## src/hdl/loadPkg.sv

```systemverilog
`default_nettype none

package loadPkg;

    localparam int RAM_ADDR_BITS = 10; // word index comes from address bits 11 to 2.
    localparam int RAM_WORDS = 1 << RAM_ADDR_BITS;
    localparam int WORD_BYTE_BITS = 2;
    localparam logic [7:0] CREG_PAGE = 8'hFF; // top address byte of the control registers.

    typedef logic [31:0] addr_t;
    typedef logic [31:0] word_t;
    typedef logic [11:0] imm_t;
    typedef logic [6:0] sqN_t;
    typedef logic [5:0] tag_t;
    typedef logic [31:0] pc_t;
    typedef logic [1:0] size_t;
    typedef logic [RAM_ADDR_BITS-1:0] ramIdx_t;

    localparam size_t SIZE_BYTE = 2'd0;
    localparam size_t SIZE_HALF = 2'd1;
    localparam size_t SIZE_WORD = 2'd2;

    // register forms and the swap stay at the end so range compares decode them.
    typedef enum logic [3:0] {
        LB,
        LH,
        LW,
        LBU,
        LHU,
        LB_RR,
        LH_RR,
        LW_RR,
        LBU_RR,
        LHU_RR,
        AMOSWAP_W
    } loadOp_t;

    // true when sqN is younger than refSqN under wrapping sequence numbers.
    function automatic logic isYounger(sqN_t sqN, sqN_t refSqN);
        logic signed [$bits(sqN_t)-1:0] diff;
        diff = sqN - refSqN;
        return diff > 0;
    endfunction

endpackage

`default_nettype wire

```

## src/hdl/loadAligner.sv

```systemverilog
`default_nettype none
`timescale 1ns/100ps

module loadAligner (
    input  wire                 clk,
    input  wire                 rst,
    input  wire                 stall,
    input  wire                 branchTaken,
    input  wire loadPkg::sqN_t  branchSqN,
    input  wire                 aguValid,
    input  wire loadPkg::pc_t   aguPc,
    input  wire loadPkg::tag_t  aguTagDst,
    input  wire loadPkg::sqN_t  aguSqN,
    input  wire                 aguException,
    input  wire                 aguDoNotCommit,
    input  wire loadPkg::size_t aguSize,
    input  wire [1:0]           aguShamt,
    input  wire                 aguSignExtend,
    input  wire loadPkg::word_t ramData,
    output logic                resultValid,
    output loadPkg::word_t      resultData,
    output loadPkg::tag_t       resultTagDst,
    output loadPkg::sqN_t       resultSqN,
    output loadPkg::pc_t        resultPc,
    output logic                resultException,
    output logic                resultDoNotCommit
);
    import loadPkg::*;

    size_t      size;
    logic [1:0] shamt;
    logic       signExtend;
    word_t      shifted;

    always_ff @(posedge clk) begin
        if (rst) begin
            resultValid <= 1'b0;
        end else if (!stall) begin
            resultValid <= aguValid && !(branchTaken && isYounger(aguSqN, branchSqN));
        end else if (branchTaken && isYounger(resultSqN, branchSqN)) begin
            resultValid <= 1'b0;
        end
    end

    // captured together with the memory read so both stay in step under stall.
    always_ff @(posedge clk) begin
        if (!stall) begin
            resultPc <= aguPc;
            resultTagDst <= aguTagDst;
            resultSqN <= aguSqN;
            resultException <= aguException;
            resultDoNotCommit <= aguDoNotCommit;
            size <= aguSize;
            shamt <= aguShamt;
            signExtend <= aguSignExtend;
        end
    end

    assign shifted = ramData >> {shamt, 3'b000};

    always_comb begin
        case (size)
            SIZE_BYTE: resultData = {{24{signExtend && shifted[7]}}, shifted[7:0]};
            SIZE_HALF: resultData = {{16{signExtend && shifted[15]}}, shifted[15:0]};
            default: resultData = shifted;
        endcase
    end

endmodule

`default_nettype wire

```

## config.mk

```make
export PLATFORM = sky130hd
export DESIGN_NAME = loadAligner
export DESIGN_NICKNAME = d
export VERILOG_FILES = /design/src/hdl/loadPkg.sv /design/src/hdl/loadAligner.sv
export SDC_FILE = /design/constraint.sdc
export NUM_CORES = 1
export LEC_CHECK = 0
export BUFFER_PORTS_ARGS = -buffer_cell sky130_fd_sc_hd__buf_4
export CORE_MARGIN = 8
export CORE_UTILIZATION = 43
export CTS_BUF_LIST = sky130_fd_sc_hd__clkbuf_8 sky130_fd_sc_hd__clkbuf_16
export CTS_CLUSTER_SIZE = 14
export DETAILED_ROUTE_END_ITERATION = 10
export PLACE_DENSITY = 0.93
export SLEW_MARGIN = 10
export SYNTH_ARGS = -nofsm -noshare
export SYNTH_HDL_FRONTEND = slang
export SYNTH_SLANG_ARGS = --single-unit
```

## constraint.sdc

```tcl
create_clock -name clk -period 2.8 [get_ports clk]
set_input_delay 0.56 -clock clk [delete_from_list [all_inputs] [get_ports clk]]
set_output_delay 0.56 -clock clk [all_outputs]
set_load 0.05 [all_outputs]
```

# Word level (Yosys, flattened, before mapping)
# Index checks and enable logic that the tools add are counted.
# W data, S select, Z words.
dict set report word_totals {
  inputBits 96
  ff_bits 53
}
dict set report classes {
  n_reduce_logical 7
  muxes 3
  n_shift 1
  magnitude_cmp 2
  eq_ne 2
  addsub 2
}
# op count
set ops {}
lappend ops {{$pmux W32 S2} 1}
lappend ops {{$shr A32 B5 Y32} 1}
lappend ops {{$gt A7 B1 Y1 const B} 2}
lappend ops {{$sub A7 B7 Y7} 2}
lappend ops {{$logic_and A1 B1 Y1} 5}
lappend ops {{$eq A2 B1 Y1 const B} 1}
lappend ops {{$logic_not A2 Y1} 1}
lappend ops {{$mux W1} 2}
lappend ops {{$ne A2 B1 Y1 const B} 1}
lappend ops {{$logic_not A1 Y1} 1}

# Depth between registers and ports, before layout
# Gate-level depths: netlist of run 1.
dict set report logic_depth {
  word_depth 6
  mapped_depth 10
}

# Worst setup path after synthesis of run 1
# No wires, ideal clock.
dict set report synth_timing {
  kind {input to output}
  from {input ramData[31]}
  to {output resultData[22]}
  arrival_ps 2324
  stages 7
  slack_ps -84
  required_ps 2240
  cell_sequence {mux2i_1 mux2i_2 nor2_1 a21oi_1 nand3b_2 buf_4 o21ai_0}
}
dict set report synth_between {
  elab_chain_cells 3
  elab_cells_between_ends 4
}
# element line
set synth_lines {}
lappend synth_lines {{start, declared} loadAligner.sv:19} ;# input wire loadPkg::word_t ramData,
lappend synth_lines {{$shr A32 B5 Y32 (*)} loadAligner.sv:59} ;# assign shifted = ramData >> {shamt, 3'b000};
lappend synth_lines {{$logic_and A1 B1 Y1, on equally long branches} {loadAligner.sv:64, loadAligner.sv:63}}
lappend synth_lines {{$pmux W32 S2 (*)} loadAligner.sv:62} ;# case (size)
lappend synth_lines {{end, declared} loadAligner.sv:21} ;# output loadPkg::word_t resultData,
# Mark *: on every way between the ends. The rest lies on a longest branch, timed or not.

# Worst setup path in the final report of run 1
dict set report layout_timing {
  from {register shamt[1]}
  to {output resultData[21]}
}
dict set report layout_between {
  elab_chain_cells 3
  elab_cells_between_ends 4
}
# element line
set layout_lines {}
lappend layout_lines {{start, declared} loadAligner.sv:31} ;# logic [1:0] shamt;
lappend layout_lines {{start signal, assigned} loadAligner.sv:54} ;# shamt <= aguShamt;
lappend layout_lines {{$shr A32 B5 Y32 (*)} loadAligner.sv:59}
lappend layout_lines {{$logic_and A1 B1 Y1, on equally long branches} {loadAligner.sv:64, loadAligner.sv:63}}
lappend layout_lines {{$pmux W32 S2 (*)} loadAligner.sv:62}
# Marked as above.

==> results of run 1 <==
==> cell usage after synthesis, drive strengths merged (2+ instances only) <==
library cell / n / area [µm²]
edfxtp: 52 / 1560
a21oi: 21 / 105
o21ai: 20 / 100
mux2i: 19 / 194
nand2: 18 / 67.6
inv: 15 / 56.3
nor2: 14 / 52.6
ha: 12 / 150
a211oi: 11 / 87.6
nor2b: 9 / 56.3
clkbuf: 5 / 20.0
xnor2: 5 / 43.8
buf: 4 / 25.0
nand3b: 4 / 33.8
nor3b: 4 / 30.0
a221oi: 2 / 17.5
a31oi: 2 / 12.5
fa: 2 / 40.0
nand3: 2 / 10.0
nor3: 2 / 10.0
o21bai: 2 / 15.0
==> layer usage <==
layer  wire length (µm)  vias up  part of all wire, %
li1                   -     1227                    -
met1               2990     1189                   34
met2               4440      174                   50
met3               1230       25                   14
met4                229        0                  2.6
met5                  0        -                    0
==> state kept, by name (all words and copies together), names as in the netlist <==
signal	cells
shamt	2
resultDoNotCommit	1
signExtend	1
resultValid	1
resultPc	32
resultException	1
resultTagDst	6
size	2
resultSqN	7
==> layout make-up <==
| class | instances | area, µm² | share of cell area (%) |
|---|---|---|---|
| Clock buffer | 5 | 68.8 | 1.59 |
| Sequential cell | 53 | 1580 | 36.6 |
| Tap cell | 77 | 96.3 | 2.23 |
| Clock inverter | 3 | 46.3 | 1.07 |
| Inverter | 15 | 56.3 | 1.30 |
| Timing Repair Buffer | 181 | 1360 | 31.4 |
| Multi-Input combinational cell | 158 | 1120 | 25.8 |
==> through the flow <==
| stage | area, µm² | cells |
|---|---|---|
| after floorplan | 2790 | 235 |
| after global placement | 4200 | 484 |
| after detailed placement | 4200 | 484 |
| after CTS | 4310 | 492 |
| after global routing | 4320 | 492 |
| final | 4320 | 492 |
==> worst min path at each step <==
stage | from | end | slack [ps] | depth (start not counted)
after detailed placement | resultValid$_SDFFE_PP0P_ | resultValid$_SDFFE_PP0P_ | 480 | 2
after CTS | aguPc[31] | resultPc[31]$_DFFE_PN_ | 420 | 1
final | aguPc[5] | resultPc[5]$_DFFE_PN_ | 420 | 1
after global placement | resultValid$_SDFFE_PP0P_ | resultValid$_SDFFE_PP0P_ | 480 | 2
after global routing | aguTagDst[0] | resultTagDst[0]$_DFFE_PN_ | 410 | 1
after floorplan | aguDoNotCommit | resultDoNotCommit$_DFFE_PN_ | 660 | 0
==> power groups by stage <==
stage                     combinational [mW]  clock, mW  sequential [mW]
after CTS                              0.974      0.530            0.967
final                                  0.975      0.520            0.967
after detailed placement               0.972          0            0.985
after global routing                    1.03      0.564            0.974
after global placement                 0.952          0            0.981
after floorplan                        0.427          0             1.18
==> kinds of logic after synthesis <==
logic type | after synthesis | synth area share, %
compound gates | 62 | 13.3
simple gates | 57 | 10.4
flops | 53 | 56.9
buf+inv | 24 | 3.65
mux | 19 | 6.98
fa+ha+maj | 14 | 6.85
xor+xnor | 6 | 1.89
==> results.txt, run 1 <==
Num ports = 176
Slowest library cell on the worst path = edfxtp_1
Vias in the first global route = 2758
Seq pwr share = 39.3%
Global-route met2 utilization = 33.9%
Result of the run = finished, final reports clean
Util after Layout = 68.5%
Chip width = 96.4 µm
# Post-CTS Setup Buffers = 0
Pint = 1.54 mW
Kind of cell adding the most delay to the critical path = flip-flops
Max cap viols = 0
Seq cells post-synth = 53
Max frequency = 380 MHz
Syn nets = 345
Slew headroom = 65.4%
Pin count of the biggest net entering global routing = 25
Port bufs = 175
Hold WC Path Type = primary input to flip-flop
Initial DRC Count = 131
Post-CTS Hold Fix Bufs = 0
Gpl congestion = 0.963
Distinct cells, synth = 36
Via density = 5.32
RSZ-0062 raised after global routing = false
Most used DFF post-synth = edfxtp_1
DR WL/cell = 18.1 µm
Critical Path Stages = 7
Most common cell after layout, fill and taps aside = buf_4
Worst Setup SP = shamt[1]$_DFFE_PN_
Cells along the critical path = mux2i_2 > mux2i_4 > nor2_1 > a21oi_1 > nand3b_4 > o21ai_0 > buf_4
Commonest cells after routing, fill and taps aside = 181 x buf_4, 52 x edfxtp_1, 21 x a21oi_1, 20 x o21ai_0, 18 x nand2_1
Vias post-DR = 2615
Logic pwr share = 39.6%
# fillers = 472
Crit share post-route = 94.0%
Worst hold slack = 424 ps
Critical Path End Type = output pin
Share of layout cells above drive strength 1 = 46.7%
Async set-reset flop share out of synthesis = 0%
Post-cts sizing count = 0
Pre-CTS WS = 311 ps
Hpwl dp = 7480 µm
Final global-route overflow total = 0
Number of buffers created by CTS = 5
DRT Wirelength = 8890 µm
Crit path kind = flip-flop to output pin
CTS HTree Levels = 2
# setup viols final = 0
Num rows = 29
Clock Sinks = 53
Drt drc = 0
Final Hold Violating Endpoints = 0
R2r startpoint = resultSqN[0]$_DFFE_PN_
FF-to-FF path depth = 10
P_sw = 0.921 mW
1st-pass router iterations = 4
CTS tree = built
Area grow syn2layout = 55.7%
Antenna cell count = 0
Clock Latency Late Sink = 300 ps
First-pass GRT wire length = 13200 µm
Mapped Avg Cell Area = 11.8 µm²
Clk slew on worst S/H paths = 100 ps
Clock tree buffer depth = 2
YS warnings = 0
Mapped Area = 2780 µm²
Pins Over Slew Limit = 0
P_leak = 1.99 nW
GRT met1 Usage = 18.5%
Setup TNS = 0 ps
Setup crit end = resultData[21]
R2R setup slack = 540 ps
Bufs and invs on worst path = 1
Crit path time final = 2630 ps
Total power = 2.46 mW
Gr usage total = 18.4%
Placeable Area = 6310 µm²
Worst path max stage delay = 510 ps
Die Y = 96.4 µm
Skew final = 3.25 ps
Met3 usage = 7.11%
Fin worst setup slack = 169 ps
Worst IR Drop VDD = 0.493 mV
Antenna violations before repair = 0
Post-synth EDFFs = 52
Switching share of power = 37.4%
Syn Inst Count = 235
Sequential element share of the synthesized area = 56.9%
Die Footprint = 9290 µm²
Clk root buf = clkbuf_8
Worst-path fanout max = 16
Initial Utilization = 44.0%
Worst slew pin tran = 517 ps
Nets@finish = 524
Busiest grt layer = met2
Final ANT Viol Nets = 0
CP Data Required Time = 2240 ps
R2r endpoint = resultValid$_SDFFE_PP0P_
CP Launch Type = flip-flop
Crit path DAT = 2070 ps
Clk pwr share = 21.1%
Pwr dens = 569 nW/µm²
No activity file was read; power rests on OpenSTA's default activity.
==> run 2, diff against run 1 <==
--- a/config.mk
+++ b/config.mk
@@ -5,10 +5,10 @@
 export SDC_FILE = /design/constraint.sdc
 export NUM_CORES = 1
 export LEC_CHECK = 0
+export ABC_AREA = 1
 export BUFFER_PORTS_ARGS = -buffer_cell sky130_fd_sc_hd__buf_4
-export CORE_MARGIN = 8
-export CORE_UTILIZATION = 43
-export CTS_BUF_LIST = sky130_fd_sc_hd__clkbuf_8 sky130_fd_sc_hd__clkbuf_16
+export CORE_MARGIN = 3
+export CORE_UTILIZATION = 44
 export CTS_CLUSTER_SIZE = 14
 export DETAILED_ROUTE_END_ITERATION = 10
 export PLACE_DENSITY = 0.93
==> run 2 against run 1 <==
- via count up 11%
- combinational power up 7%
- wire length down 1.8%
- sequential cell count unchanged
- clock power down 17%
- worst hold slack worse by 26 ps
- count of clock-buffer cells in the layout up 1
- final cell count up 13%
- register-to-register slack better by 300 ps
- highest routed layer unchanged
- sequential share of layout area down 1.1 points
==> results.txt, run 2 <==
Worst slew pin tran = 714 ps (+196 ps)
RSZ-0062 raised after global routing = false
Register bank with the most flops = resultPc
Clock Sinks = 53 (unchanged)
Top flop regs = resultPc x32, resultSqN x7, resultTagDst x6
Max cap viols = 0 (unchanged)
P_leak = 2.20 nW (+10%)
# setup viols final = 0 (unchanged)
Synth area leaders = edfxtp_1 52%, nand2_1 9.7%, ha_1 5.0%
DR WL/cell = 15.6 µm (-13%)
Clock Latency Late Sink = 300 ps (about the same)
Top-area cell type share of the netlist area = 52.3% (-3.9 points)
Antenna cell count = 0 (unchanged)
Mapped Area = 2980 µm² (+7.4%)
Final global-route overflow total = 0 (unchanged)
Gpl congestion = 0.968 (+0.55%)
R2r endpoint = resultValid$_SDFFE_PP0P_
Number of buffers created by CTS = 5 (unchanged)
Sequential element share of the synthesized area = 53.0% (-3.9 points)
R2R setup slack = 840 ps (+300 ps)
Vias in the first global route = 2796 (+1.4%)
Fin area = 4460 µm² (+3.2%)
Num rows = 29 (unchanged)
Cell mode on critical path = buf_4
Vias post-DR = 2913 (+11%)
1st-pass router iterations = 4 (unchanged)
Pwr dens = 545 nW/µm² (-4.2%)
YS warnings = 0 (unchanged)
Nets@finish = 590 (+13%)
Port bufs = 175 (unchanged)
Die Footprint = 7810 µm² (-16%)
CP Launch Type = flip-flop
Fin worst setup slack = 130 ps (-38.6 ps)
Num ports = 176 (unchanged)
Gr usage total = 21.4% (+3.0 points)
Hpwl dp = 7100 µm (-5.1%)
Crit path kind = flip-flop to output pin
Worst Setup SP = shamt[1]$_DFFE_PN_
Final Hold Violating Endpoints = 0 (unchanged)
Most common cell after layout, fill and taps aside = buf_4
Syn nets = 414 (+20%)
Drt drc = 0 (unchanged)
Skew final = 4.03 ps (+0.786 ps)
Via density = 5.22 (-1.8%)
Crit path DAT = 2110 ps (+40 ps)
Most common cell in the synthesized netlist = nand2_1
Commonest cells after routing, fill and taps aside = 178 x buf_4, 77 x nand2_1, 52 x edfxtp_1, 33 x inv_1, 23 x a21oi_1
Async set-reset flop share out of synthesis = 0% (unchanged)
Chip width = 88.4 µm (-8.3%)
Crit share post-route = 95.3% (+1.4 points)
Worst IR Drop VDD = 0.375 mV (-24%)
Max frequency = 375 MHz (-1.4%)
Synth top cells by count = 77 x nand2_1, 52 x edfxtp_1, 34 x inv_1, 23 x a21oi_1, 17 x nand3_1
R2r startpoint = resultSqN[0]$_DFFE_PN_
Util after Layout = 69.1% (+0.63 points)
Area grow syn2layout = 49.6%
Mapped Avg Cell Area = 9.82 µm² (-17%)
Pre-CTS WS = 413 ps (+102 ps)
Post-cts sizing count = 0 (unchanged)
Hold path depth = 2 (+1)
Most used DFF post-synth = edfxtp_1
Hold WC Path Type = primary input to flip-flop
Share of layout cells above drive strength 1 = 43.5% (-3.3 points)
Clock tree buffer depth = 2 (unchanged)
Slowest library cell on the worst path = edfxtp_1
Slew headroom = 52.3% (-13 points)
DRT Wirelength = 8730 µm (-1.8%)
Clk slew on worst S/H paths = 100 ps (about the same)
Worst hold slack = 399 ps (-25.9 ps)
# Post-CTS Setup Buffers = 0 (unchanged)
Initial DRC Count = 123 (-6.1%)
Setup crit end = resultData[16]
Pin count of the biggest net entering global routing = 33 (+32%)
Cells along the critical path = buf_4 > o21ai_0 > nand2_1 > o21ai_2 > inv_2 > o21ai_1 > buf_4
FF-to-FF path depth = 13 (+3)
Result of the run = finished, final reports clean
Worst-path fanout max = 25 (+9)
Post-CTS Hold Fix Bufs = 0 (unchanged)
Seq cells post-synth = 53 (unchanged)
Critical Path End Type = output pin
Initial Utilization = 46.2% (+2.2 points)
Clk root buf = clkbuf_8
Antenna violations before repair = 0 (unchanged)
# fillers = 502 (+6.4%)
Die Y = 88.4 µm (-8.3%)
Area leader, netlist = edfxtp_1
Placeable Area = 6460 µm² (+2.3%)
Final ANT Viol Nets = 0 (unchanged)
Post-synth EDFFs = 52 (unchanged)
Placed cell area = 4380 µm² (+4.3%)
CTS tree = built
First-pass GRT wire length = 13000 µm (-1.7%)
CP Data Required Time = 2240 ps (about the same)
Distinct cells, synth = 32 (-11%)
Max reg flops = 32 (unchanged)
CTS HTree Levels = 2 (unchanged)
Worst path max stage delay = 520 ps (about the same)
Crit path time final = 2670 ps (+38.6 ps)
Syn Inst Count = 304 (+29%)
Setup TNS = 0 ps (unchanged)
Pins Over Slew Limit = 0 (unchanged)
[run 2: cell count changes after synthesis, moves of 15 or more]
cell / previous run / this run
inv_1: 15 / 34
nand3_1: 2 / 17
o21ai_0: 20 / 3
nand2_1: 18 / 77
[run 2: cell type report]
type | instances | area, µm² | share of cell area [%]
clock buffers | 6 | 72.6 | 1.63
clock inverters | 2 | 15.0 | 0.336
inverters | 42 | 163 | 3.64
multi-input cells | 199 | 1180 | 26.4
flip-flops and latches | 53 | 1580 | 35.4
well taps | 77 | 96.3 | 2.16
repair buffers | 179 | 1360 | 30.4
[run 2: critical path: cells and delay by family (launching register included)]
kind	cells	cell delay (ps)
flops	1	520
compound gates	3	340
buf+inv	3	810
simple gates	1	120
[run 2: worst min-delay path by stage]
stage,from,to
finish,rst,resultValid$_SDFFE_PP0P_
detailed placement,resultValid$_SDFFE_PP0P_,resultValid$_SDFFE_PP0P_
floorplan,rst,resultValid$_SDFFE_PP0P_
CTS,rst,resultValid$_SDFFE_PP0P_
global placement,resultValid$_SDFFE_PP0P_,resultValid$_SDFFE_PP0P_
global route,rst,resultValid$_SDFFE_PP0P_
[run 2: logic make-up after synthesis]
family | share of synthesized area, %
AND/OR/NAND/NOR | 16.4
adder cells (fa/ha/maj) | 6.37
flip-flops | 53.0
multiplexers | 2.35
XOR/XNOR | 0.587
buffers and inverters | 7.46
AO/OA/AOI/OAI | 13.8
[run 2: through the flow]
step / power [mW] / cells
after floorplan: 1.67 / 304
after global placement: 2.00 / 550
after detailed placement: 2.02 / 550
after CTS: 2.45 / 558
after global routing: 2.54 / 558
final: 2.44 / 558
[run 2: per-layer routing]
metal  wire, µm  global-route usage [%]
met1       2930                    22.1
met2       4690                    41.1
met3        997                    6.98
met4        117                    5.49
met5          0                       0
[run 2: power by group]
part / switching (mW) / internal [mW] / leakage [nW]
sequential: 0.0299 / 0.940 / 0.517
combinational: 0.692 / 0.345 / 1.64
clock: 0.252 / 0.177 / 0.0374
total: 0.974 / 1.46 / 2.20
