File: src/hdl/loadPkg.sv
`default_nettype none

package loadPkg;

    localparam int RAM_ADDR_BITS = 10; // word index comes from address bits 11 to 2.
    localparam int RAM_WORDS = 1 << RAM_ADDR_BITS;
    localparam int WORD_BYTE_BITS = 2;
    localparam logic [7:0] CREG_PAGE = 8'hFF; // top address byte of the control registers.

    typedef logic [31:0] addr_t;
    typedef logic [31:0] word_t;
    typedef logic [11:0] imm_t;
    typedef logic [6:0] sqN_t;
    typedef logic [5:0] tag_t;
    typedef logic [31:0] pc_t;
    typedef logic [1:0] size_t;
    typedef logic [RAM_ADDR_BITS-1:0] ramIdx_t;

    localparam size_t SIZE_BYTE = 2'd0;
    localparam size_t SIZE_HALF = 2'd1;
    localparam size_t SIZE_WORD = 2'd2;

    // register forms and the swap stay at the end so range compares decode them.
    typedef enum logic [3:0] {
        LB,
        LH,
        LW,
        LBU,
        LHU,
        LB_RR,
        LH_RR,
        LW_RR,
        LBU_RR,
        LHU_RR,
        AMOSWAP_W
    } loadOp_t;

    // true when sqN is younger than refSqN under wrapping sequence numbers.
    function automatic logic isYounger(sqN_t sqN, sqN_t refSqN);
        logic signed [$bits(sqN_t)-1:0] diff;
        diff = sqN - refSqN;
        return diff > 0;
    endfunction

endpackage

`default_nettype wire

File: src/hdl/loadAgu.sv
`default_nettype none
`timescale 1ns/100ps

module loadAgu (
    input  wire                   clk,
    input  wire                   rst,
    input  wire                   en,
    input  wire                   stall,
    input  wire                   inValid,
    input  wire loadPkg::loadOp_t inOp,
    input  wire loadPkg::addr_t   inSrcA,
    input  wire loadPkg::addr_t   inSrcB,
    input  wire loadPkg::imm_t    inImm,
    input  wire loadPkg::pc_t     inPc,
    input  wire loadPkg::tag_t    inTagDst,
    input  wire loadPkg::sqN_t    inSqN,
    input  wire                   modeNoCregsRd,
    input  wire                   modeRmask,
    input  wire [63:0]            rmask,
    input  wire                   branchTaken,
    input  wire loadPkg::sqN_t    branchSqN,
    output logic                  aguValid,
    output loadPkg::addr_t        aguAddr,
    output loadPkg::pc_t          aguPc,
    output loadPkg::tag_t         aguTagDst,
    output loadPkg::sqN_t         aguSqN,
    output logic                  aguException,
    output logic                  aguDoNotCommit,
    output loadPkg::size_t        aguSize,
    output logic [1:0]            aguShamt,
    output logic                  aguSignExtend
);
    import loadPkg::*;

    addr_t      addr;
    logic       isRegForm;
    logic       accept;
    logic       exception;
    size_t      size;
    logic [1:0] shamt;
    logic       signExtend;

    assign isRegForm = inOp >= LB_RR;
    assign addr = inSrcA + (isRegForm ? inSrcB : {{20{inImm[11]}}, inImm});
    assign accept = en && !stall && inValid && !(branchTaken && isYounger(inSqN, branchSqN));

    always_comb begin
        size = SIZE_WORD; // words and the swap load a plain word.
        signExtend = 1'b0;
        case (inOp)
            LB, LB_RR: begin
                size = SIZE_BYTE;
                signExtend = 1'b1;
            end
            LBU, LBU_RR: begin
                size = SIZE_BYTE;
            end
            LH, LH_RR: begin
                size = SIZE_HALF;
                signExtend = 1'b1;
            end
            LHU, LHU_RR: begin
                size = SIZE_HALF;
            end
            default: begin
            end
        endcase
    end

    always_comb begin
        case (size)
            SIZE_BYTE: shamt = addr[1:0];
            SIZE_HALF: shamt = {addr[1], 1'b0};
            default: shamt = 2'b00;
        endcase
    end

    always_comb begin
        exception = addr == '0;
        if (size == SIZE_HALF && addr[0]) begin
            exception = 1'b1;
        end
        if (size == SIZE_WORD && addr[1:0] != 2'b00) begin
            exception = 1'b1;
        end
        if (modeNoCregsRd && addr[31:24] == CREG_PAGE) begin
            exception = 1'b1;
        end
        if (modeRmask && !rmask[addr[31:26]]) begin
            exception = 1'b1; // each rmask bit covers a 64 MiB region.
        end
    end

    always_ff @(posedge clk) begin
        if (rst) begin
            aguValid <= 1'b0;
        end else if (accept) begin
            aguValid <= 1'b1;
        end else if (!stall || (aguValid && branchTaken && isYounger(aguSqN, branchSqN))) begin
            aguValid <= 1'b0;
        end
    end

    always_ff @(posedge clk) begin
        if (accept) begin
            aguAddr <= addr;
            aguPc <= inPc;
            aguTagDst <= inTagDst;
            aguSqN <= inSqN;
            aguException <= exception;
            aguDoNotCommit <= inOp >= AMOSWAP_W; // the swap may not commit as a plain load.
            aguSize <= size;
            aguShamt <= shamt;
            aguSignExtend <= signExtend;
        end
    end

endmodule

`default_nettype wire

File: config.mk
export PLATFORM = sky130hd
export DESIGN_NAME = loadAgu
export DESIGN_NICKNAME = d
export VERILOG_FILES = /design/src/hdl/loadPkg.sv /design/src/hdl/loadAgu.sv
export SDC_FILE = /design/constraint.sdc
export NUM_CORES = 1
export LEC_CHECK = 0
export BUFFER_PORTS_ARGS = -buffer_cell sky130_fd_sc_hd__buf_2
export CAP_MARGIN = 10
export CORE_ASPECT_RATIO = 1.4
export CORE_MARGIN = 3
export CORE_UTILIZATION = 30
export DETAILED_ROUTE_END_ITERATION = 16
export GPL_TIMING_DRIVEN = 0
export PLACE_DENSITY = 0.63
export SYNTH_ARGS = -nofsm -noshare
export SYNTH_HDL_FRONTEND = slang
export SYNTH_SLANG_ARGS = --single-unit
File: constraint.sdc
create_clock -name clk -period 12.11 [get_ports clk]
set_input_delay 1.211 -clock clk [delete_from_list [all_inputs] [get_ports clk]]
set_output_delay 1.211 -clock clk [all_outputs]
set_load 0.02 [all_outputs]
## Yosys cells after proc, flatten, opt, wreduce, memory -nomap -nowiden

Cells that the tools add are included.

| operators by class | value |
|---|---|
| add/sub/neg operators | 3 |
| bitwise operators | 0 |
| order comparisons | 5 |
| mux-type cells | 8 |
| shift-type cells | 0 |
| divide/modulo/power cells | 0 |
| reduce and logical (&&, ||, !) cells | 23 |
| multipliers | 0 |
| equal/unequal tests | 10 |

Operator list:

| kind | number |
|---|---|
| $add A32 B32 Y32 | 1 |
| $logic_not A32 Y1 | 1 |
| $mux W32 | 1 |
| $reduce_or A4 Y1 | 4 |
| $gt A7 B1 Y1 const B | 2 |
| $sub A7 B7 Y7 | 2 |
| $eq A4 B3 Y1 const B | 3 |
| $logic_and A1 B1 Y1 | 10 |
| $eq A4 B4 Y1 const B | 2 |
| $eq A8 B8 Y1 const B | 1 |
| $pmux W2 S2 | 2 |
| $lt A6 B7 Y1 const B | 1 |
| $bmux W1 S6 | 1 |
| $eq A4 B1 Y1 const B | 1 |
| $eq A4 B2 Y1 const B | 1 |
| $ge A4 B3 Y1 const B | 1 |
| $ge A4 B4 Y1 const B | 1 |
| $logic_not A4 Y1 | 1 |
| $mux W1 | 4 |
| $reduce_bool A2 Y1 | 2 |
| $logic_not A1 Y1 | 3 |
| $eq A2 B1 Y1 const B | 1 |
| $eq A2 B2 Y1 const B | 1 |
| $logic_not A2 Y1 | 1 |
| $logic_or A1 B1 Y1 | 1 |

| word-level totals | value |
|---|---|
| latch bits | 0 |
| memories kept | 0 |
| ROM bits | 0 |
| bits in writable memories | 0 |
| register bits after elaboration | 85 |

## Longest topological paths before layout

Gate-level depths: netlist of the first run.

| logic depth | value |
|---|---|
| depth in word-level cells | 8 |
| depth in mapped cells | 24 |
| depth with buffers taken out | 19 |

## Worst setup path before layout of the first run

OpenSTA, ideal clock, no wires.

| path | value |
|---|---|
| path kind | input to register |
| from | input branchSqN[1] |
| to | register aguAddr[0] (enable) |
| arrival time | 8.305 ns |
| path buffers | 0 |
| cell stages on the path | 11 |
| setup slack | 3.173 ns |
| required time | 11.477 ns |
| path through | inv_1 -> ha_1 -> nor2b_1 -> o21ai_0 -> nand2b_1 -> a21oi_1 -> nor2_1 -> nor2_1 -> xnor2_1 -> o311a_1 -> nor3_1 |

| between the ends | value |
|---|---|
| longest elaborated chain between the ends | 5 |

Ends and longest elaborated chain:

| element | RTL line | source |
|---|---|---|
| start, declared | loadAgu.sv:21 | `input wire loadPkg::sqN_t branchSqN,` |
| $sub A7 B7 Y7 | loadPkg.sv:41 | `diff = sqN - refSqN;` |
| $gt A7 B1 Y1 | loadPkg.sv:42 | `return diff > 0;` |
| $logic_and A1 B1 Y1 | loadAgu.sv:45 | `assign accept = en && !stall && inValid && !(branchTaken && isYounger(inSqN, branchSqN));` |
| $logic_not A1 Y1 | loadAgu.sv:45 |  |
| $logic_and A1 B1 Y1 | loadAgu.sv:45 |  |
| net accept | loadAgu.sv:37 | `logic accept;` |
| end signal, assigned | loadAgu.sv:106 | `aguAddr <= addr;` |
| end, declared | loadAgu.sv:23 | `output loadPkg::addr_t aguAddr,` |

The timed path passes the listed nets, and every way through them passes these cells.
A chain may end at the register's enable or synchronous reset.

## Worst setup path in the final report of the first run

| path | value |
|---|---|
| from | input inOp[1] |
| to | register aguException (data pin) |

| between the ends | value |
|---|---|
| longest elaborated chain between the ends | 8 |

Ends and longest elaborated chain:

| element | RTL line | source |
|---|---|---|
| start, declared | loadAgu.sv:10 | `input wire loadPkg::loadOp_t inOp,` |
| $ge A4 B3 Y1 | loadAgu.sv:43 | `assign isRegForm = inOp >= LB_RR;` |
| $mux W32 | loadAgu.sv:44 | `assign addr = inSrcA + (isRegForm ? inSrcB : {{20{inImm[11]}}, inImm});` |
| $add A32 B32 Y32 | loadAgu.sv:44 |  |
| $bmux W1 S6 | loadAgu.sv:89 | `if (modeRmask && !rmask[addr[31:26]]) begin` |
| $mux W1 (implied by the code) | loadAgu.sv:89 |  |
| $logic_not A1 Y1 | loadAgu.sv:89 |  |
| $logic_and A1 B1 Y1 | loadAgu.sv:89 |  |
| $reduce_or A4 Y1 (no line) | n/a |  |
| end signal, assigned | loadAgu.sv:110 | `aguException <= exception;` |
| end, declared | loadAgu.sv:27 | `output logic aguException,` |

Parallel ways exist; a longest one is shown, timed or not. The select of a mux whose other input is x is not followed.

==> flow_summary_export.csv, run 1 <==
group,metric,value,unit
synth,synthAdderAreaFrac,9.10,%
cts,worstSkewPairLatency,340,ps
cts,cts_repair_resize_count,0,
cts,cts.reportedPaths.clkPinSlew,70,ps
synth,synthDominantCellAreaShare,37.6,%
global_routing,grt_use_total,18.1,%
routing,vias_per_cell,5.35,
sta,setup_total_negative_slack,0,ps
global_routing,grt_pass1_wl,35200,um
sta,finClkSkew,4.69,ps
routing,wl_met3,1260,um
cts,h_tree_level_count,3,
worst_setup_path,reg2reg_to,"aguValid",
global_routing,antenna_found_initial,8,
sta,finalHoldViolCount,0,
routing,drtPass1Iterations,6,
worst_setup_path,start_kind,"input pin",
power_and_ir_drop,peakVddDrop,61.3,uV
sta,worst_slew_margin_rel,39.1,%
placed_design,place.port_buffers,286,
worst_setup_path,cp_data_arrival_time,6760,ps
synth,ys_dominant_reg_cell,"edfxtp_1",
job,max_cap_violations,0,
routing,top_layer,"met5",
synth,synth_xor_xnor_area_share,6.08,%
cts,post_cts_hold_buffer_count,0,
sta,rsz0062_at_grt,"false",
synth,synthesis.yosys.warnings,0,
routing,drt-wirelength-per-cell,18.2,um
synth,ys_async_sr_fraction,0,%
cts,tritoncts,"done",
synth,largest_family_of_logic_cells_by_synthesized_area,"compound AO/OA/AOI/OAI gates",
synth,number_of_unique_standard_cell_types_used_by_synthesis,76,
placed_design,place_congestion,0.885,
min_path,worst_hold_startpoint,"aguValid",
synth,post-synth-top-area-cell,"edfxtp_1",
synth,yosys_register_bits,85,
floorplanning,die_w,132,um
sta,slew_viol_final,0,
final_layout,design.final.nets,1209,
worst_setup_path,reg2regPathDepth,12,
worst_setup_path,critical-path-top-delay-family,"compound AO/OA/AOI/OAI gates",
floorplanning,floorplan.die.height,183,um
floorplanning,fp-row-count,64,
synth,post_syn_nets,904,
global_routing,grt_max_degree,19,
worst_setup_path,crit_fanout,10,
floorplanning,initial_core_util,30.6,%
global_routing,vias_in_the_first_global_route,6643,
synth,seq_area_frac_synth,37.9,%
final_layout,drive_above_1_share,39.0,%
outcome,run_status,"finished clean",
final_layout,area_delta_synth_final,33.0,%
routing,detail-route-antenna-nets,0,
worst_setup_path,crit_path_cell_chain,"clkbuf_1 > o21ai_0 > nand2b_1 > clkbuf_1 > clkbuf_1 > mux2_2 > ha_1 > fa_1 > a21o_1 > a22o_1 > a211oi_2 > o211ai_2 > and2_4 > o31ai_4 > buf_2 > a21oi_1 > a221oi_1 > a21oi_1 > a2111oi_0 > a311o_2 > o21ai_2",
floorplanning,core_region_area,21900,um^2
sta,hold_ws,513,ps
routing,wl_met2,11900,um
routing,drc_errors,0,
placed_design,detailed_place_hpwl,18700,um
cts,clock_path_buffers,2,
sta,layout_min_cycle_time,6680,ps
synth,syn_area_per_cell,10.3,um^2
synth,synth_edf_count,84,
routing,drt_iter0_drc,407,
worst_setup_path,worst_path_largest_cell_delay,540,ps
worst_setup_path,regToRegStartpoint,"aguSqN[0]",
min_path,worstHoldEndpoint,"aguValid",
worst_setup_path,critical_path_depth,21,
sta,post-route-period-util,55.2,%
worst_setup_path,cp_common_cell,"clkbuf_1",
sta,setup_viol,0,
worst_setup_path,worst_setup_path_end_kind,"register",
worst_setup_path,critical_path_buf_inv_count,4,
synth,synth.area.mux_share,1.85,%
placed_design,dpl-instance-area,8610,um^2
routing,vias,6767,
synth,synth_area_leaders,"edfxtp_1 (38%), a221oi_1 (11%), ha_1 (8.2%), a21oi_1 (4.8%), a21o_1 (3.9%)",
worst_setup_path,criticalPathCategory,"input pin to register",
sta,slew_of_the_pin_with_the_lowest_slew_margin,907,ps
global_routing,grt.overflow.total,0,
routing,drt_wl_total,23100,um
synth,post_synth_instance_area,6710,um^2
cts,numClockSinks,85,
synth,syn-instance-count,653,
placed_design,placed_cells,1244,
worst_setup_path,crit_path_top_delay_cell,"clkbuf_1",
floorplanning,die_area,24200,um^2
floorplanning,i_o_pins,289,
power_and_ir_drop,p_per_area,125,nW/um^2
cts,cts_made_buffers,9,
worst_setup_path,flop2flop_setup_slack,9920,ps
final_layout,final-instance-count-excl-fill,1266,
final_layout,fin_area,8920,um^2
worst_setup_path,cp.required,12190,ps
routing,routedLengthMet1,9170,um
synth,post_synth_and_or_nand_nor_area_fraction,10.2,%
synth,synth-compound-area-share,30.1,%
sta,fmax,0.150,GHz
power_and_ir_drop,leakagePower,0.00385,uW
cts,cts_post_setup_buffers_inserted,0,
min_path,timing.hold.worst_path_depth,2,
cts,cts_root_buffer,"clkbuf_16",
min_path,min_path_type,"register to register",
[metrics by stage]
stage	setup WS (ps)	utilization, %	total power (uW)
6_report	5430	40.7	1120
5_1_grt	5050	40.7	1190
4_1_cts	5420	40.6	1130
3_5_place_dp	5110	39.2	845
3_3_place_gp	-244	38.8	840
2_1_floorplan	3170	-	696
[cell type report]
cell class                 instances  area [um^2]
fill                            2273        13000
multi-input combinational        500         3850
sequential                        85         2540
timing repair buffer             294         1530
tap                              297          372
buffer                            43          229
clock buffer                       9          225
inverter                          25         93.8
clock inverter                     7         73.8
antenna                            6         15.0
[flip-flops by register name, summed over array words and instances, names as in the netlist, 2 cells and up]
name       flops
aguSqN         7
aguShamt       2
aguAddr       32
aguSize        2
aguTagDst      6
aguPc         32
[layout by cell type (no fill, tap or decap), drive strengths merged, types with 9 or more instances in the layout]
master,instances
nor2,53
xor2,15
ha,44
nand2,26
xnor2,29
nor3,9
a21o,35
clkbuf,30
inv,29
edfxtp,84
mux2,11
buf,316
a221oi,87
o21ai,20
a21oi,67
nand4,9
[logic make-up (layout without fill, tap and decap cells)]
kind of cell / Yosys count / after routing
other: 0 / 6
adders and majority gates: 47 / 47
buffers and inverters: 68 / 378
and+or+nand+nor: 134 / 134
muxes: 11 / 11
xor gates and xnor gates: 44 / 44
DFF: 85 / 85
AOI/OAI and AO/OA: 264 / 264
[worst reg2reg max path, stage by stage (launching register included)]
cell and delay, ps:
edfxtp_1 370, inv_1 60, ha_1 170, fa_1 210
inv_1 50, a21o_1 180, a21oi_1 230, o21bai_1 100
a21oi_1 180, xnor2_1 130, o311ai_0 150, a31oi_1 190
nor2_1 50
[per-layer routing]
metal / track usage (%) / vias up
met3: 2.83 / 58
met2: 32.7 / 299
li1: - / 3229
met1: 21.7 / 3177
met5: 0 / -
met4: 6.86 / 4
[where the power goes]
part	total [uW]	internal [uW]	switching, uW
combinational	485	194	291
clock	275	146	129
sequential	358	353	4.98
total	1120	693	425
[worst max-delay path by stage]
| stage | start | to |
|---|---|---|
| after global placement | branchSqN[1] | aguAddr[0] |
| after CTS | inOp[1] | aguException |
| after floorplan | branchSqN[1] | aguAddr[0] |
| final | inOp[1] | aguException |
| after global routing | inOp[1] | aguException |
| after detailed placement | inOp[1] | aguException |
[Yosys cell counts (6+ instances only)]
library cell	number
nand4_1	9
nand2b_1	6
clkbuf_1	20
a221o_1	7
edfxtp_1	84
nand2_1	25
ha_1	44
xnor2_1	27
nor2_1	52
mux2_2	11
xor2_1	14
a221oi_1	84
o21ai_0	17
buf_2	13
a21o_1	35
a31oi_1	6
inv_1	23
nor3_1	8
a21oi_1	64
No activity file was read; power rests on OpenSTA's default activity.
==> inputs of run 2 (changes only) <==
clock period = 6.6 ns   (was 12.11 ns; I/O delays follow)
==> run 2 against run 1 <==
Effect of this change:
- via count is 0.28% lower
- power up 90%
- clock-buffer cell count is the same
- critical path depth did not move
==> flow_summary_export.csv, run 2 (synthesized netlist as in run 1, its figures left out) <==
group,metric,value,unit
outcome,run_status,"finished clean",
placed_design,placed_cells,1241,
cts,cts_root_buffer,"clkbuf_16",
worst_setup_path,flop2flop_setup_slack,4390,ps
final_layout,finish.utilization,40.9,%
worst_setup_path,worst_setup_path_end_kind,"register",
min_path,min_path_type,"input pin to register",
floorplanning,floorplan.die.height,183,um
placed_design,dpl_worst_slack,174,ps
final_layout,nFillCells,2221,
final_layout,design.final.nets,1206,
sta,slew_viol_final,0,
min_path,worst_hold_startpoint,"rst",
power_and_ir_drop,p_per_area,236,nW/um^2
min_path,worstHoldEndpoint,"aguValid",
worst_setup_path,crit_fanout,10,
power_and_ir_drop,peakVddDrop,140,uV
floorplanning,initial_core_util,30.6,%
final_layout,drive_above_1_share,38.9,%
floorplanning,die_area,24200,um^2
min_path,timing.hold.worst_path_depth,2,
worst_setup_path,regToRegStartpoint,"aguSqN[0]",
routing,drt_iter0_drc,386,
global_routing,grt_pass1_wl,34700,um
placed_design,place.port_buffers,286,
floorplanning,fp-row-count,64,
worst_setup_path,reg2reg_to,"aguValid",
cts,cts_made_buffers,9,
cts,cts.reportedPaths.clkPinSlew,60,ps
routing,drc_errors,0,
placed_design,dpl-instance-area,8630,um^2
placed_design,detailed_place_hpwl,18400,um
floorplanning,i_o_pins,289,
job,max_cap_violations,0,
cts,clock_path_buffers,2,
floorplanning,die_w,132,um
worst_setup_path,cp_data_arrival_time,6150,ps
worst_setup_path,reg2regPathDepth,12,
cts,cts_post_setup_buffers_inserted,0,
sta,layout_min_cycle_time,6070,ps
sta,fmax,0.165,GHz
routing,drt_wl_total,22600,um
sta,post-route-period-util,92.0,%
final_layout,area_delta_synth_final,33.9,%
sta,rsz0062_at_grt,"false",
cts,tritoncts,"done",
worst_setup_path,start_kind,"input pin",
worst_setup_path,criticalPathCategory,"input pin to register",
worst_setup_path,cp.required,6680,ps
global_routing,grt_use_total,17.9,%
global_routing,grt.overflow.total,0,
final_layout,layout.cells.most_common,"buf_2",
routing,detail-route-antenna-nets,0,
cts,numClockSinks,85,
sta,slew_of_the_pin_with_the_lowest_slew_margin,888,ps
global_routing,vias_in_the_first_global_route,6550,
global_routing,antenna_found_initial,4,
cts,post_cts_hold_buffer_count,0,
floorplanning,core_region_area,21900,um^2
routing,drtPass1Iterations,5,
cts,cts_repair_resize_count,0,
final_layout,fin_area,8980,um^2
sta,finClkSkew,6.39,ps
routing,drt-wirelength-per-cell,17.9,um
sta,worst_slew_margin_rel,40.4,%
sta,setup_viol,0,
final_layout,reg.largest.list,"aguAddr (32), aguPc (32), aguSqN (7)",
sta,finalHoldViolCount,0,
cts,worstSkewPairLatency,340,ps
final_layout,final-instance-count-excl-fill,1261,
routing,vias,6748,
placed_design,place_congestion,0.866,
cts,h_tree_level_count,3,
power_and_ir_drop,leakagePower,0.00387,uW
sta,timing.final.ws_setup,530,ps
routing,vias_per_cell,5.35,
global_routing,grt_max_degree,21,
final_layout,layout.cells.most_common_list,"buf_2 (299), a221oi_1 (84), edfxtp_1 (84)",
## run 2: cell types whose count changed in the layout (fill, tap and decap cells not counted)
cell / before / now
buf_6: 11 / 4
bufinv_16: 0 / 2
buf_8: 1 / 2
nor3_2: 2 / 1
buf_16: 0 / 3
nor3_4: 0 / 1
diode_2: 6 / 4
inv_6: 2 / 3
clkinv_4: 2 / 0
clkinv_8: 1 / 0
## run 2: cell type report
cell class	count	area (um^2)	area share, %
antenna	4	10.0	0.111
sequential	85	2540	28.3
clock buffer	9	225	2.51
clock inverter	7	109	1.21
tap	297	372	4.14
inverter	25	93.8	1.05
buffer	43	229	2.55
multi-input combinational	500	3850	42.9
timing repair buffer	291	1540	17.2
## run 2: how the worst max path moves through the flow
stage          cells past startpoint         start  slack (ps)            to
3_5_place_dp                      21       inOp[1]         170  aguException
5_1_grt                           21       inOp[1]         100  aguException
4_1_cts                           21       inOp[1]         510  aguException
3_3_place_gp                      12  branchSqN[1]       -1200     aguPc[23]
2_1_floorplan                     11  branchSqN[1]         820    aguAddr[0]
6_report                          21       inOp[1]         530  aguException
## run 2: power breakdown
group	internal (uW)	total [uW]	switching, uW
Combinational	358	885	527
Sequential	647	657	10.3
Clock	341	576	235
Total	1350	2120	772
## run 2: worst max-delay path: stages
cell       delay (ps)
clkbuf_1          260
o21ai_0           140
nand2b_1           90
clkbuf_1          390
clkbuf_1          520
mux2_2            410
ha_1              210
fa_1              410
a21o_1            190
a22o_1            240
a211oi_2          390
o211ai_2          190
and2_4            220
o31ai_4           360
buf_2             310
a21oi_1           110
a221oi_1          310
nor3_1            100
a2111oi_0         400
a311o_2           190
o21ai_2            50
## run 2: through the flow
step                      power, uW  hold slack [ps]  setup TNS (ps)
final                          2120              475               0
after global routing           2250              461               0
after CTS                      2140              450               0
after detailed placement       1550              519               0
after global placement         1540              490         -101300
after floorplan                1280              583               0
## run 2: layer usage
metal	part of all wire, %	GRT usage (%)	vias to the layer above
li1	-	-	3229
met1	39	21.9	3182
met2	51	31.0	286
met3	5.2	2.17	51
met4	4.2	9.11	0
met5	0	0	-
